### config.mk
export PLATFORM = sky130hd
export DESIGN_NAME = ctrl_link_top
export DESIGN_NICKNAME = d
export VERILOG_FILES = /design/src/logic/ctrl_pkg.sv /design/src/logic/cmd_decoder.sv /design/src/logic/cmd_watchdog.sv /design/src/logic/reg_bank.sv /design/src/logic/cmd_responder.sv /design/src/logic/ctrl_link_top.sv
export SDC_FILE = /design/constraint.sdc
export NUM_CORES = 1
export LEC_CHECK = 0
export ABC_AREA = 1
export CORE_ASPECT_RATIO = 1.2
export CORE_MARGIN = 2
export CORE_UTILIZATION = 45
export CTS_CLUSTER_SIZE = 14
export DETAILED_ROUTE_END_ITERATION = 10
export DONT_BUFFER_PORTS = 1
export SLEW_MARGIN = 0
export SYNTH_ARGS = -nofsm -noshare
export SYNTH_HDL_FRONTEND = slang
export SYNTH_SLANG_ARGS = --single-unit
### constraint.sdc
create_clock -name clk -period 4.4 [get_ports clk]
set_clock_uncertainty 0.15 [all_clocks]
set_input_delay 1.32 -clock clk [delete_from_list [all_inputs] [get_ports clk]]
set_output_delay 1.32 -clock clk [all_outputs]
set_load 0.05 [all_outputs]
### src/logic/ctrl_pkg.sv
/* shared opcodes, command and response structs, and watchdog constants for the
   control link. modules reference these by scoped name. */
package ctrl_pkg;

    // decoded operation, independent of the wire byte value.
    typedef enum logic [2:0] {
        OP_NOP,
        OP_WRITE,
        OP_READ,
        OP_KICK,
        OP_BAD
    } cmd_opcode_t;

    // first byte of each command on the wire.
    localparam logic [7:0] OPC_NOP   = 8'h00;
    localparam logic [7:0] OPC_WRITE = 8'h10;
    localparam logic [7:0] OPC_READ  = 8'h20;
    localparam logic [7:0] OPC_KICK  = 8'h30;

    // data holds the write value in its low byte, or the kick signature.
    typedef struct packed {
        cmd_opcode_t op;
        logic [7:0]  addr;
        logic [31:0] data;
    } cmd_t;

    typedef struct packed {
        logic [7:0] code;
        logic       err;
    } exec_rsp_t;

    localparam logic [7:0] RSP_ACK      = 8'h00;
    localparam logic [7:0] RSP_KICK_OK  = 8'h01;
    localparam logic [7:0] RSP_KICK_BAD = 8'hEE;
    localparam logic [7:0] RSP_ERR      = 8'hFF;

    localparam int REG_COUNT  = 8;
    localparam int REG_ADDR_W = $clog2(REG_COUNT);

    localparam logic [31:0] WDT_SIGNATURE = 32'hA5C3_5A3C;
    localparam logic [15:0] WDT_TICKS     = 16'd200;

    localparam int SIG_BYTES = 4;

    // wide enough to hold SIG_BYTES down to zero.
    typedef logic [$clog2(SIG_BYTES + 1)-1:0] sig_count_t;

endpackage

### src/logic/cmd_decoder.sv
/* frames the host byte stream into commands. one cmd_valid strobe follows the
   cycle that carried the last byte of each command. */
module cmd_decoder (
    input  logic              clk,
    input  logic              reset,
    input  logic [7:0]        rx_data,
    input  logic              rx_valid,
    output logic              cmd_valid,
    output ctrl_pkg::cmd_t    cmd
);

    typedef enum logic [1:0] {
        WAIT_OPCODE,
        WAIT_ADDR,
        WAIT_DATA,
        WAIT_SIG
    } dec_state_t;

    dec_state_t            state;
    dec_state_t            next_state;
    ctrl_pkg::sig_count_t  sig_count;
    ctrl_pkg::cmd_opcode_t opcode;
    ctrl_pkg::cmd_t        work;
    ctrl_pkg::cmd_t        build;
    logic                  done;

    // map the wire byte to an operation.
    always_comb begin
        case (rx_data)
            ctrl_pkg::OPC_NOP:   opcode = ctrl_pkg::OP_NOP;
            ctrl_pkg::OPC_WRITE: opcode = ctrl_pkg::OP_WRITE;
            ctrl_pkg::OPC_READ:  opcode = ctrl_pkg::OP_READ;
            ctrl_pkg::OPC_KICK:  opcode = ctrl_pkg::OP_KICK;
            default:             opcode = ctrl_pkg::OP_BAD;
        endcase
    end

    // merge the current byte into the command being built.
    always_comb begin
        next_state = state;
        build      = work;
        done       = 1'b0;
        case (state)
            WAIT_OPCODE: begin
                build.op   = opcode;
                build.addr = 8'h00;
                build.data = 32'h0;
                case (opcode)
                    ctrl_pkg::OP_WRITE,
                    ctrl_pkg::OP_READ: next_state = WAIT_ADDR;
                    ctrl_pkg::OP_KICK: next_state = WAIT_SIG;
                    default:           done = 1'b1;
                endcase
            end
            WAIT_ADDR: begin
                build.addr = rx_data;
                if (work.op == ctrl_pkg::OP_READ) begin
                    done = 1'b1;
                end else begin
                    next_state = WAIT_DATA;
                end
            end
            WAIT_DATA: begin
                build.data = {24'h0, rx_data};
                done       = 1'b1;
            end
            WAIT_SIG: begin
                // first signature byte ends up most significant.
                build.data = {work.data[23:0], rx_data};
                done       = (sig_count == ctrl_pkg::sig_count_t'(1));
            end
            default: next_state = WAIT_OPCODE;
        endcase
        if (done) begin
            next_state = WAIT_OPCODE;
        end
    end

    always_ff @(posedge clk) begin
        if (reset) begin
            state     <= WAIT_OPCODE;
            sig_count <= '0;
            cmd_valid <= 1'b0;
        end else begin
            cmd_valid <= rx_valid && done;
            if (rx_valid) begin
                state <= next_state;
                if (state == WAIT_OPCODE) begin
                    sig_count <= ctrl_pkg::sig_count_t'(ctrl_pkg::SIG_BYTES);
                end else if (state == WAIT_SIG) begin
                    sig_count <= sig_count - ctrl_pkg::sig_count_t'(1);
                end
            end
        end
    end

    always_ff @(posedge clk) begin
        if (rx_valid) begin
            work <= build;
            if (done) begin
                cmd <= build;
            end
        end
    end

    // a finished command leaves the decoder idle after the last byte its op frames.
    a_valid_at_idle: assert property (@(posedge clk) disable iff (reset)
        cmd_valid |-> (state == WAIT_OPCODE) && $past(rx_valid) && (
            (cmd.op == ctrl_pkg::OP_WRITE) ? ($past(state) == WAIT_DATA) :
            (cmd.op == ctrl_pkg::OP_READ)  ? ($past(state) == WAIT_ADDR) :
            (cmd.op == ctrl_pkg::OP_KICK)  ? ($past(state) == WAIT_SIG)  :
                                             ($past(state) == WAIT_OPCODE)));

endmodule

### src/logic/cmd_watchdog.sv
/* countdown watchdog. a kick with the expected signature reloads the count;
   running out pulses sys_reset for one cycle. */
module cmd_watchdog (
    input  logic                clk,
    input  logic                reset,
    input  logic                cmd_valid,
    input  ctrl_pkg::cmd_t      cmd,
    output logic                wdt_rsp_valid,
    output ctrl_pkg::exec_rsp_t wdt_rsp,
    output logic                sys_reset
);

    logic [15:0] count;
    logic        kick;
    logic        sig_ok;
    logic        expired;

    assign kick    = cmd_valid && (cmd.op == ctrl_pkg::OP_KICK);
    assign sig_ok  = (cmd.data == ctrl_pkg::WDT_SIGNATURE);
    assign expired = (count == 16'd0);

    always_ff @(posedge clk) begin
        if (reset) begin
            count         <= ctrl_pkg::WDT_TICKS;
            sys_reset     <= 1'b0;
            wdt_rsp_valid <= 1'b0;
        end else begin
            sys_reset     <= expired;
            wdt_rsp_valid <= kick;
            // a bad kick leaves the countdown running.
            if (expired || (kick && sig_ok)) begin
                count <= ctrl_pkg::WDT_TICKS;
            end else begin
                count <= count - 16'd1;
            end
        end
    end

    always_ff @(posedge clk) begin
        if (kick) begin
            if (sig_ok) begin
                wdt_rsp.code <= ctrl_pkg::RSP_KICK_OK;
                wdt_rsp.err  <= 1'b0;
            end else begin
                wdt_rsp.code <= ctrl_pkg::RSP_KICK_BAD;
                wdt_rsp.err  <= 1'b1;
            end
        end
    end

    // expiry reloads the count, so the pulse cannot repeat.
    a_single_pulse: assert property (@(posedge clk) disable iff (reset)
        sys_reset |=> !sys_reset);

endmodule

### src/logic/reg_bank.sv
/* eight 8-bit registers written and read by decoded commands. addresses past
   the bank answer with an error and change nothing. */
module reg_bank (
    input  logic                clk,
    input  logic                reset,
    input  logic                cmd_valid,
    input  ctrl_pkg::cmd_t      cmd,
    output logic                reg_rsp_valid,
    output ctrl_pkg::exec_rsp_t reg_rsp
);

    logic [7:0] regs [ctrl_pkg::REG_COUNT];
    logic       is_wr;
    logic       is_rd;
    logic       addr_ok;
    logic [ctrl_pkg::REG_ADDR_W-1:0] idx;

    assign is_wr   = cmd_valid && (cmd.op == ctrl_pkg::OP_WRITE);
    assign is_rd   = cmd_valid && (cmd.op == ctrl_pkg::OP_READ);
    assign addr_ok = (cmd.addr < 8'(ctrl_pkg::REG_COUNT));
    assign idx     = cmd.addr[ctrl_pkg::REG_ADDR_W-1:0];

    always_ff @(posedge clk) begin
        if (reset) begin
            reg_rsp_valid <= 1'b0;
            for (int i = 0; i < ctrl_pkg::REG_COUNT; i++) begin
                regs[i] <= 8'h00;
            end
        end else begin
            reg_rsp_valid <= is_wr || is_rd;
            if (is_wr && addr_ok) begin
                regs[idx] <= cmd.data[7:0];
            end
        end
    end

    always_ff @(posedge clk) begin
        if (is_wr || is_rd) begin
            if (!addr_ok) begin
                reg_rsp.code <= ctrl_pkg::RSP_ERR;
                reg_rsp.err  <= 1'b1;
            end else if (is_wr) begin
                reg_rsp.code <= ctrl_pkg::RSP_ACK;
                reg_rsp.err  <= 1'b0;
            end else begin
                reg_rsp.code <= regs[idx];
                reg_rsp.err  <= 1'b0;
            end
        end
    end

endmodule

### src/logic/cmd_responder.sv
/* merges execute results and its own NOP and BAD answers into one registered
   response byte per command, and counts error responses. */
module cmd_responder (
    input  logic                clk,
    input  logic                reset,
    input  logic                cmd_valid,
    input  ctrl_pkg::cmd_t      cmd,
    input  logic                wdt_rsp_valid,
    input  ctrl_pkg::exec_rsp_t wdt_rsp,
    input  logic                reg_rsp_valid,
    input  ctrl_pkg::exec_rsp_t reg_rsp,
    output logic                rsp_valid,
    output logic [7:0]          rsp_data,
    output logic [7:0]          err_count
);

    logic                own_cmd;
    logic                own_valid;
    ctrl_pkg::exec_rsp_t own_rsp;
    logic                any_valid;
    ctrl_pkg::exec_rsp_t sel;

    assign own_cmd = cmd_valid &&
                     ((cmd.op == ctrl_pkg::OP_NOP) || (cmd.op == ctrl_pkg::OP_BAD));

    // one stage here lines up with the execute units.
    always_ff @(posedge clk) begin
        if (reset) begin
            own_valid <= 1'b0;
        end else begin
            own_valid <= own_cmd;
        end
    end

    always_ff @(posedge clk) begin
        if (own_cmd) begin
            own_rsp.code <= (cmd.op == ctrl_pkg::OP_NOP) ? ctrl_pkg::RSP_ACK : ctrl_pkg::RSP_ERR;
            own_rsp.err  <= (cmd.op != ctrl_pkg::OP_NOP);
        end
    end

    assign any_valid = own_valid || wdt_rsp_valid || reg_rsp_valid;

    always_comb begin
        if (own_valid) begin
            sel = own_rsp;
        end else if (wdt_rsp_valid) begin
            sel = wdt_rsp;
        end else begin
            sel = reg_rsp;
        end
    end

    always_ff @(posedge clk) begin
        if (reset) begin
            rsp_valid <= 1'b0;
            err_count <= 8'h00;
        end else begin
            rsp_valid <= any_valid;
            // saturates at 255.
            if (any_valid && sel.err && (err_count != 8'hFF)) begin
                err_count <= err_count + 8'h01;
            end
        end
    end

    always_ff @(posedge clk) begin
        if (any_valid) begin
            rsp_data <= sel.code;
        end
    end

    // the decoder issues one command per cycle, so sources never collide.
    a_one_source: assert property (@(posedge clk) disable iff (reset)
        $onehot0({own_valid, wdt_rsp_valid, reg_rsp_valid}));

endmodule

### src/logic/ctrl_link_top.sv
/* control link top level. byte stream in, one response byte out three cycles
   after the last byte of each command, plus the watchdog reset pulse. */
module ctrl_link_top (
    input  logic       clk,
    input  logic       reset,
    input  logic [7:0] rx_data,
    input  logic       rx_valid,
    output logic       rsp_valid,
    output logic [7:0] rsp_data,
    output logic [7:0] err_count,
    output logic       sys_reset
);

    logic                cmd_valid;
    ctrl_pkg::cmd_t      cmd;
    logic                wdt_rsp_valid;
    ctrl_pkg::exec_rsp_t wdt_rsp;
    logic                reg_rsp_valid;
    ctrl_pkg::exec_rsp_t reg_rsp;

    cmd_decoder u_decoder (
        .clk       (clk),
        .reset     (reset),
        .rx_data   (rx_data),
        .rx_valid  (rx_valid),
        .cmd_valid (cmd_valid),
        .cmd       (cmd)
    );

    cmd_watchdog u_watchdog (
        .clk           (clk),
        .reset         (reset),
        .cmd_valid     (cmd_valid),
        .cmd           (cmd),
        .wdt_rsp_valid (wdt_rsp_valid),
        .wdt_rsp       (wdt_rsp),
        .sys_reset     (sys_reset)
    );

    reg_bank u_reg_bank (
        .clk           (clk),
        .reset         (reset),
        .cmd_valid     (cmd_valid),
        .cmd           (cmd),
        .reg_rsp_valid (reg_rsp_valid),
        .reg_rsp       (reg_rsp)
    );

    cmd_responder u_responder (
        .clk           (clk),
        .reset         (reset),
        .cmd_valid     (cmd_valid),
        .cmd           (cmd),
        .wdt_rsp_valid (wdt_rsp_valid),
        .wdt_rsp       (wdt_rsp),
        .reg_rsp_valid (reg_rsp_valid),
        .reg_rsp       (reg_rsp),
        .rsp_valid     (rsp_valid),
        .rsp_data      (rsp_data),
        .err_count     (err_count)
    );

endmodule

==> impl_metrics.json <==
{
  "status": "complete, no violations",
  "critical_path_required_ns": 4.44,
  "start_util_pct": 45.9,
  "fp.dieH_um": 156,
  "hold_end": "u_watchdog.count[0]$_SDFF_PP0_",
  "critPathArrivalTime_ns": 2.96,
  "grt_start_max_net_pins": 50,
  "synth_mux_area_share_pct": 0.116,
  "nNetsFinal": 821,
  "power.density_mw_per_mm2": 441,
  "relSlewSlack_pct": 22.8,
  "row_count": 55,
  "antenna_found_initial": 0,
  "timing.final.crit_share_pct": 66.3,
  "drive_above_1_share_pct": 6.85,
  "cap_violations": 0,
  "die_area_mm2": 0.0203,
  "wire_per_inst_um": 16.3,
  "dieWidth_um": 131,
  "r2r_start": "u_decoder.state[1]$_SDFFE_PP0P_",
  "path_clk_slew_ns": 0.06,
  "r2r-end": "u_decoder.work[29]$_DFFE_PP_",
  "detail-route-antenna-nets": 0,
  "vdd_drop_max_uv": 262,
  "drt_iter0_markers": 295,
  "synth_top_family_by_area": "simple AND/OR/NAND/NOR gates",
  "hold-path-cell-count": 1,
  "syn_nets": 817,
  "crit_path_end_kind": "register",
  "setup_tns_ns": 0,
  "drt-vias-per-instance": 5.22,
  "worstRegToRegCells": 6,
  "synthAdderAreaFrac_pct": 1.16,
  "maxSlewViolCount": 0,
  "leakage_nw": 3.63,
  "period_minus_slack_ns": 2.92,
  "synth-compound-area-share_pct": 8.08,
  "yosys_warnings": 0,
  "cts_tree": "yes",
  "fmax_mhz": 343,
  "netlist_instances": 798,
  "insertion_delay_ns": 0.50,
  "htreeDepth": 1,
  "core_mm2": 0.0189,
  "start_kind": "register",
  "synthXorXnorAreaFrac_pct": 1.52,
  "synth.yosys.seq_area_share_pct": 67.8,
  "grt_pass1_vias": 5662,
  "synth_seq_cells": 208,
  "place.gp.congestion": 0.876,
  "synth_cell_types": 33,
  "crit_type": "reg2reg",
  "rsz0062_at_grt": "no",
  "dp_slack_ns": 1.45,
  "synth.cell_area_mm2": 0.00865,
  "hold_buffers": 0,
  "syn_area_per_cell_um2": 10.8,
  "hold_viol_final": 0,
  "grt_first_pass_wirelength_um": 28200,
  "drt_pass1_iterations": 4,
  "worst_pin_slew_ns": 1.15,
  "hp-class": "reg2reg",
  "place_hpwl_um": 12000,
  "gr-total-overflow": 0,
  "cts.sinks": 208,
  "num_io_pins": 29,
  "path_max_fanout": 35,
  "cts_root_buf": "clkbuf_16",
  "areaGrowthSynthToFinish_pct": 11.5,
  "cts_resized": 0,
  "diodes": 0,
  "vias": 5604,
  "drc": 0,
  "drt_wl_total_um": 17500,
  "finalWorstSetupSlack_ns": 1.48,
  "r2r_slack_ns": 1.48,
  "yosys.area_share.simple_pct": 16.6,
  "grt_usage_pct": 17.7,
  "postCtsSetupRepairBufs": 0,
  "min_from": "u_watchdog.count[0]$_SDFF_PP0_",
  "portBuffers": 0,
  "finalSetupViolations": 0,
  "cts_buffer_depth": 3,
  "numCtsBuffers": 22
}
==> kinds of logic (layout without fill, tap and decap cells) <==
logic type / after synthesis / count (layout)
fa+ha+maj: 8 / 8
buf+inv: 105 / 125
xor+xnor: 15 / 15
mux: 1 / 1
flops: 208 / 208
compound gates: 126 / 126
simple gates: 335 / 335
==> synth_stat cells <==
cell	count	area (um2)
clkinv_1	1	3.75
nand3b_2	1	11.3
nor2_1	166	623
or2_2	3	18.8
o21bai_1	1	7.51
buf_1	2	7.51
o21ai_0	80	400
mux2i_1	1	10.0
nand4_2	1	12.5
o211ai_1	6	45.0
nand2_1	96	360
inv_1	81	304
clkbuf_1	17	63.8
buf_4	1	7.51
buf_2	3	15.0
nor3_1	19	95.1
o22ai_1	17	106
nand2_2	8	50.1
a211oi_1	1	7.51
xor2_1	12	105
edfxtp_1	170	5100
ha_1	8	100
nor4_1	1	6.26
nand3_2	2	20.0
nand4_1	9	56.3
a22o_1	7	61.3
xnor2_1	3	26.3
nor2_2	4	25.0
and3_1	2	12.5
a21oi_1	14	70.1
nand3_1	21	105
nor4_4	2	42.5
dfxtp_1	38	761
==> worst max-delay path by stage <==
stage	end	slack [ns]	cells past startpoint	startpoint
CTS	u_decoder.cmd[16]$_DFFE_PP_	1.45	6	u_decoder.state[1]$_SDFFE_PP0P_
detailed placement	u_decoder.cmd[2]$_DFFE_PP_	1.45	7	rx_data[7]
global placement	u_decoder.cmd[3]$_DFFE_PP_	1.46	7	rx_data[7]
global route	u_decoder.cmd[16]$_DFFE_PP_	1.23	6	u_decoder.state[1]$_SDFFE_PP0P_
finish	u_decoder.work[29]$_DFFE_PP_	1.48	6	u_decoder.state[1]$_SDFFE_PP0P_
floorplan	u_decoder.cmd[0]$_DFFE_PP_	1.16	6	rx_data[7]
==> registers in the layout, indices dropped and copies added, names as in the netlist, 2 cells and up, named ones only <==
signal	count
u_decoder.cmd	43
u_decoder.work	43
u_decoder.state	2
u_responder.err_count	8
u_reg_bank.regs	64
u_reg_bank.reg_rsp	9
u_decoder.sig_count	3
u_watchdog.wdt_rsp	2
u_watchdog.count	16
u_responder.rsp_data	8
==> cell type report <==
cell class                      instances  area (um2)
Tap cell                              256         320
Fill cell                            1696        9220
Inverter                               82         308
Multi-Input combinational cell        485        2380
Clock buffer                           31         637
Timing Repair Buffer                    3        22.5
Clock inverter                          9         105
Sequential cell                       208        5870
==> routing by layer <==
metal  GRT usage, %  part of all wire [%]  up-vias
met1           22.5                    42     2646
li1               -                     -     2738
met3           2.85                   5.8       45
met5              0                     0        -
met4           6.13                   2.9        0
met2           30.5                    50      175
==> critical path, stage by stage (launching register included) <==
cell	delay (ns)
dfxtp_1	0.34
inv_1	0.09
ha_1	0.68
clkinv_1	0.15
buf_4	0.28
nand2_1	0.66
o21ai_0	0.25
==> stage by stage <==
step                utilization (%)  area [um2]  hold WS (ns)  std cells  total power, mW
CTS                            51.1        9640         0.286       1074             4.28
floorplan                         -        8650         0.258        798             2.37
finish                         51.1        9640         0.285       1074             4.25
global placement               47.2        8890         0.277       1034             2.41
global route                   51.1        9640         0.325       1074             4.39
detailed placement             47.2        8890         0.276       1034             2.42
==> power breakdown <==
part           total (mW)  switching [mW]  internal, mW
clock network        1.88           0.745          1.13
registers            2.22          0.0353          2.19
logic               0.151           0.110        0.0411
==> cells in the final DEF, fill, tap and decap left out, drive strengths merged, types with 2 or more instances in the layout <==
master	count
nand3	23
a22o	7
ha	8
a21oi	14
nor2	170
and3	2
buf	3
nand2	104
o21ai	80
xor2	12
o211ai	6
nor3	19
or2	3
xnor2	3
clkbuf	31
nand4	10
o22ai	17
nor4	3
dfxtp	38
edfxtp	170
bufinv	2
clkinv	7
inv	81
(Power assumes the default switching activity.)
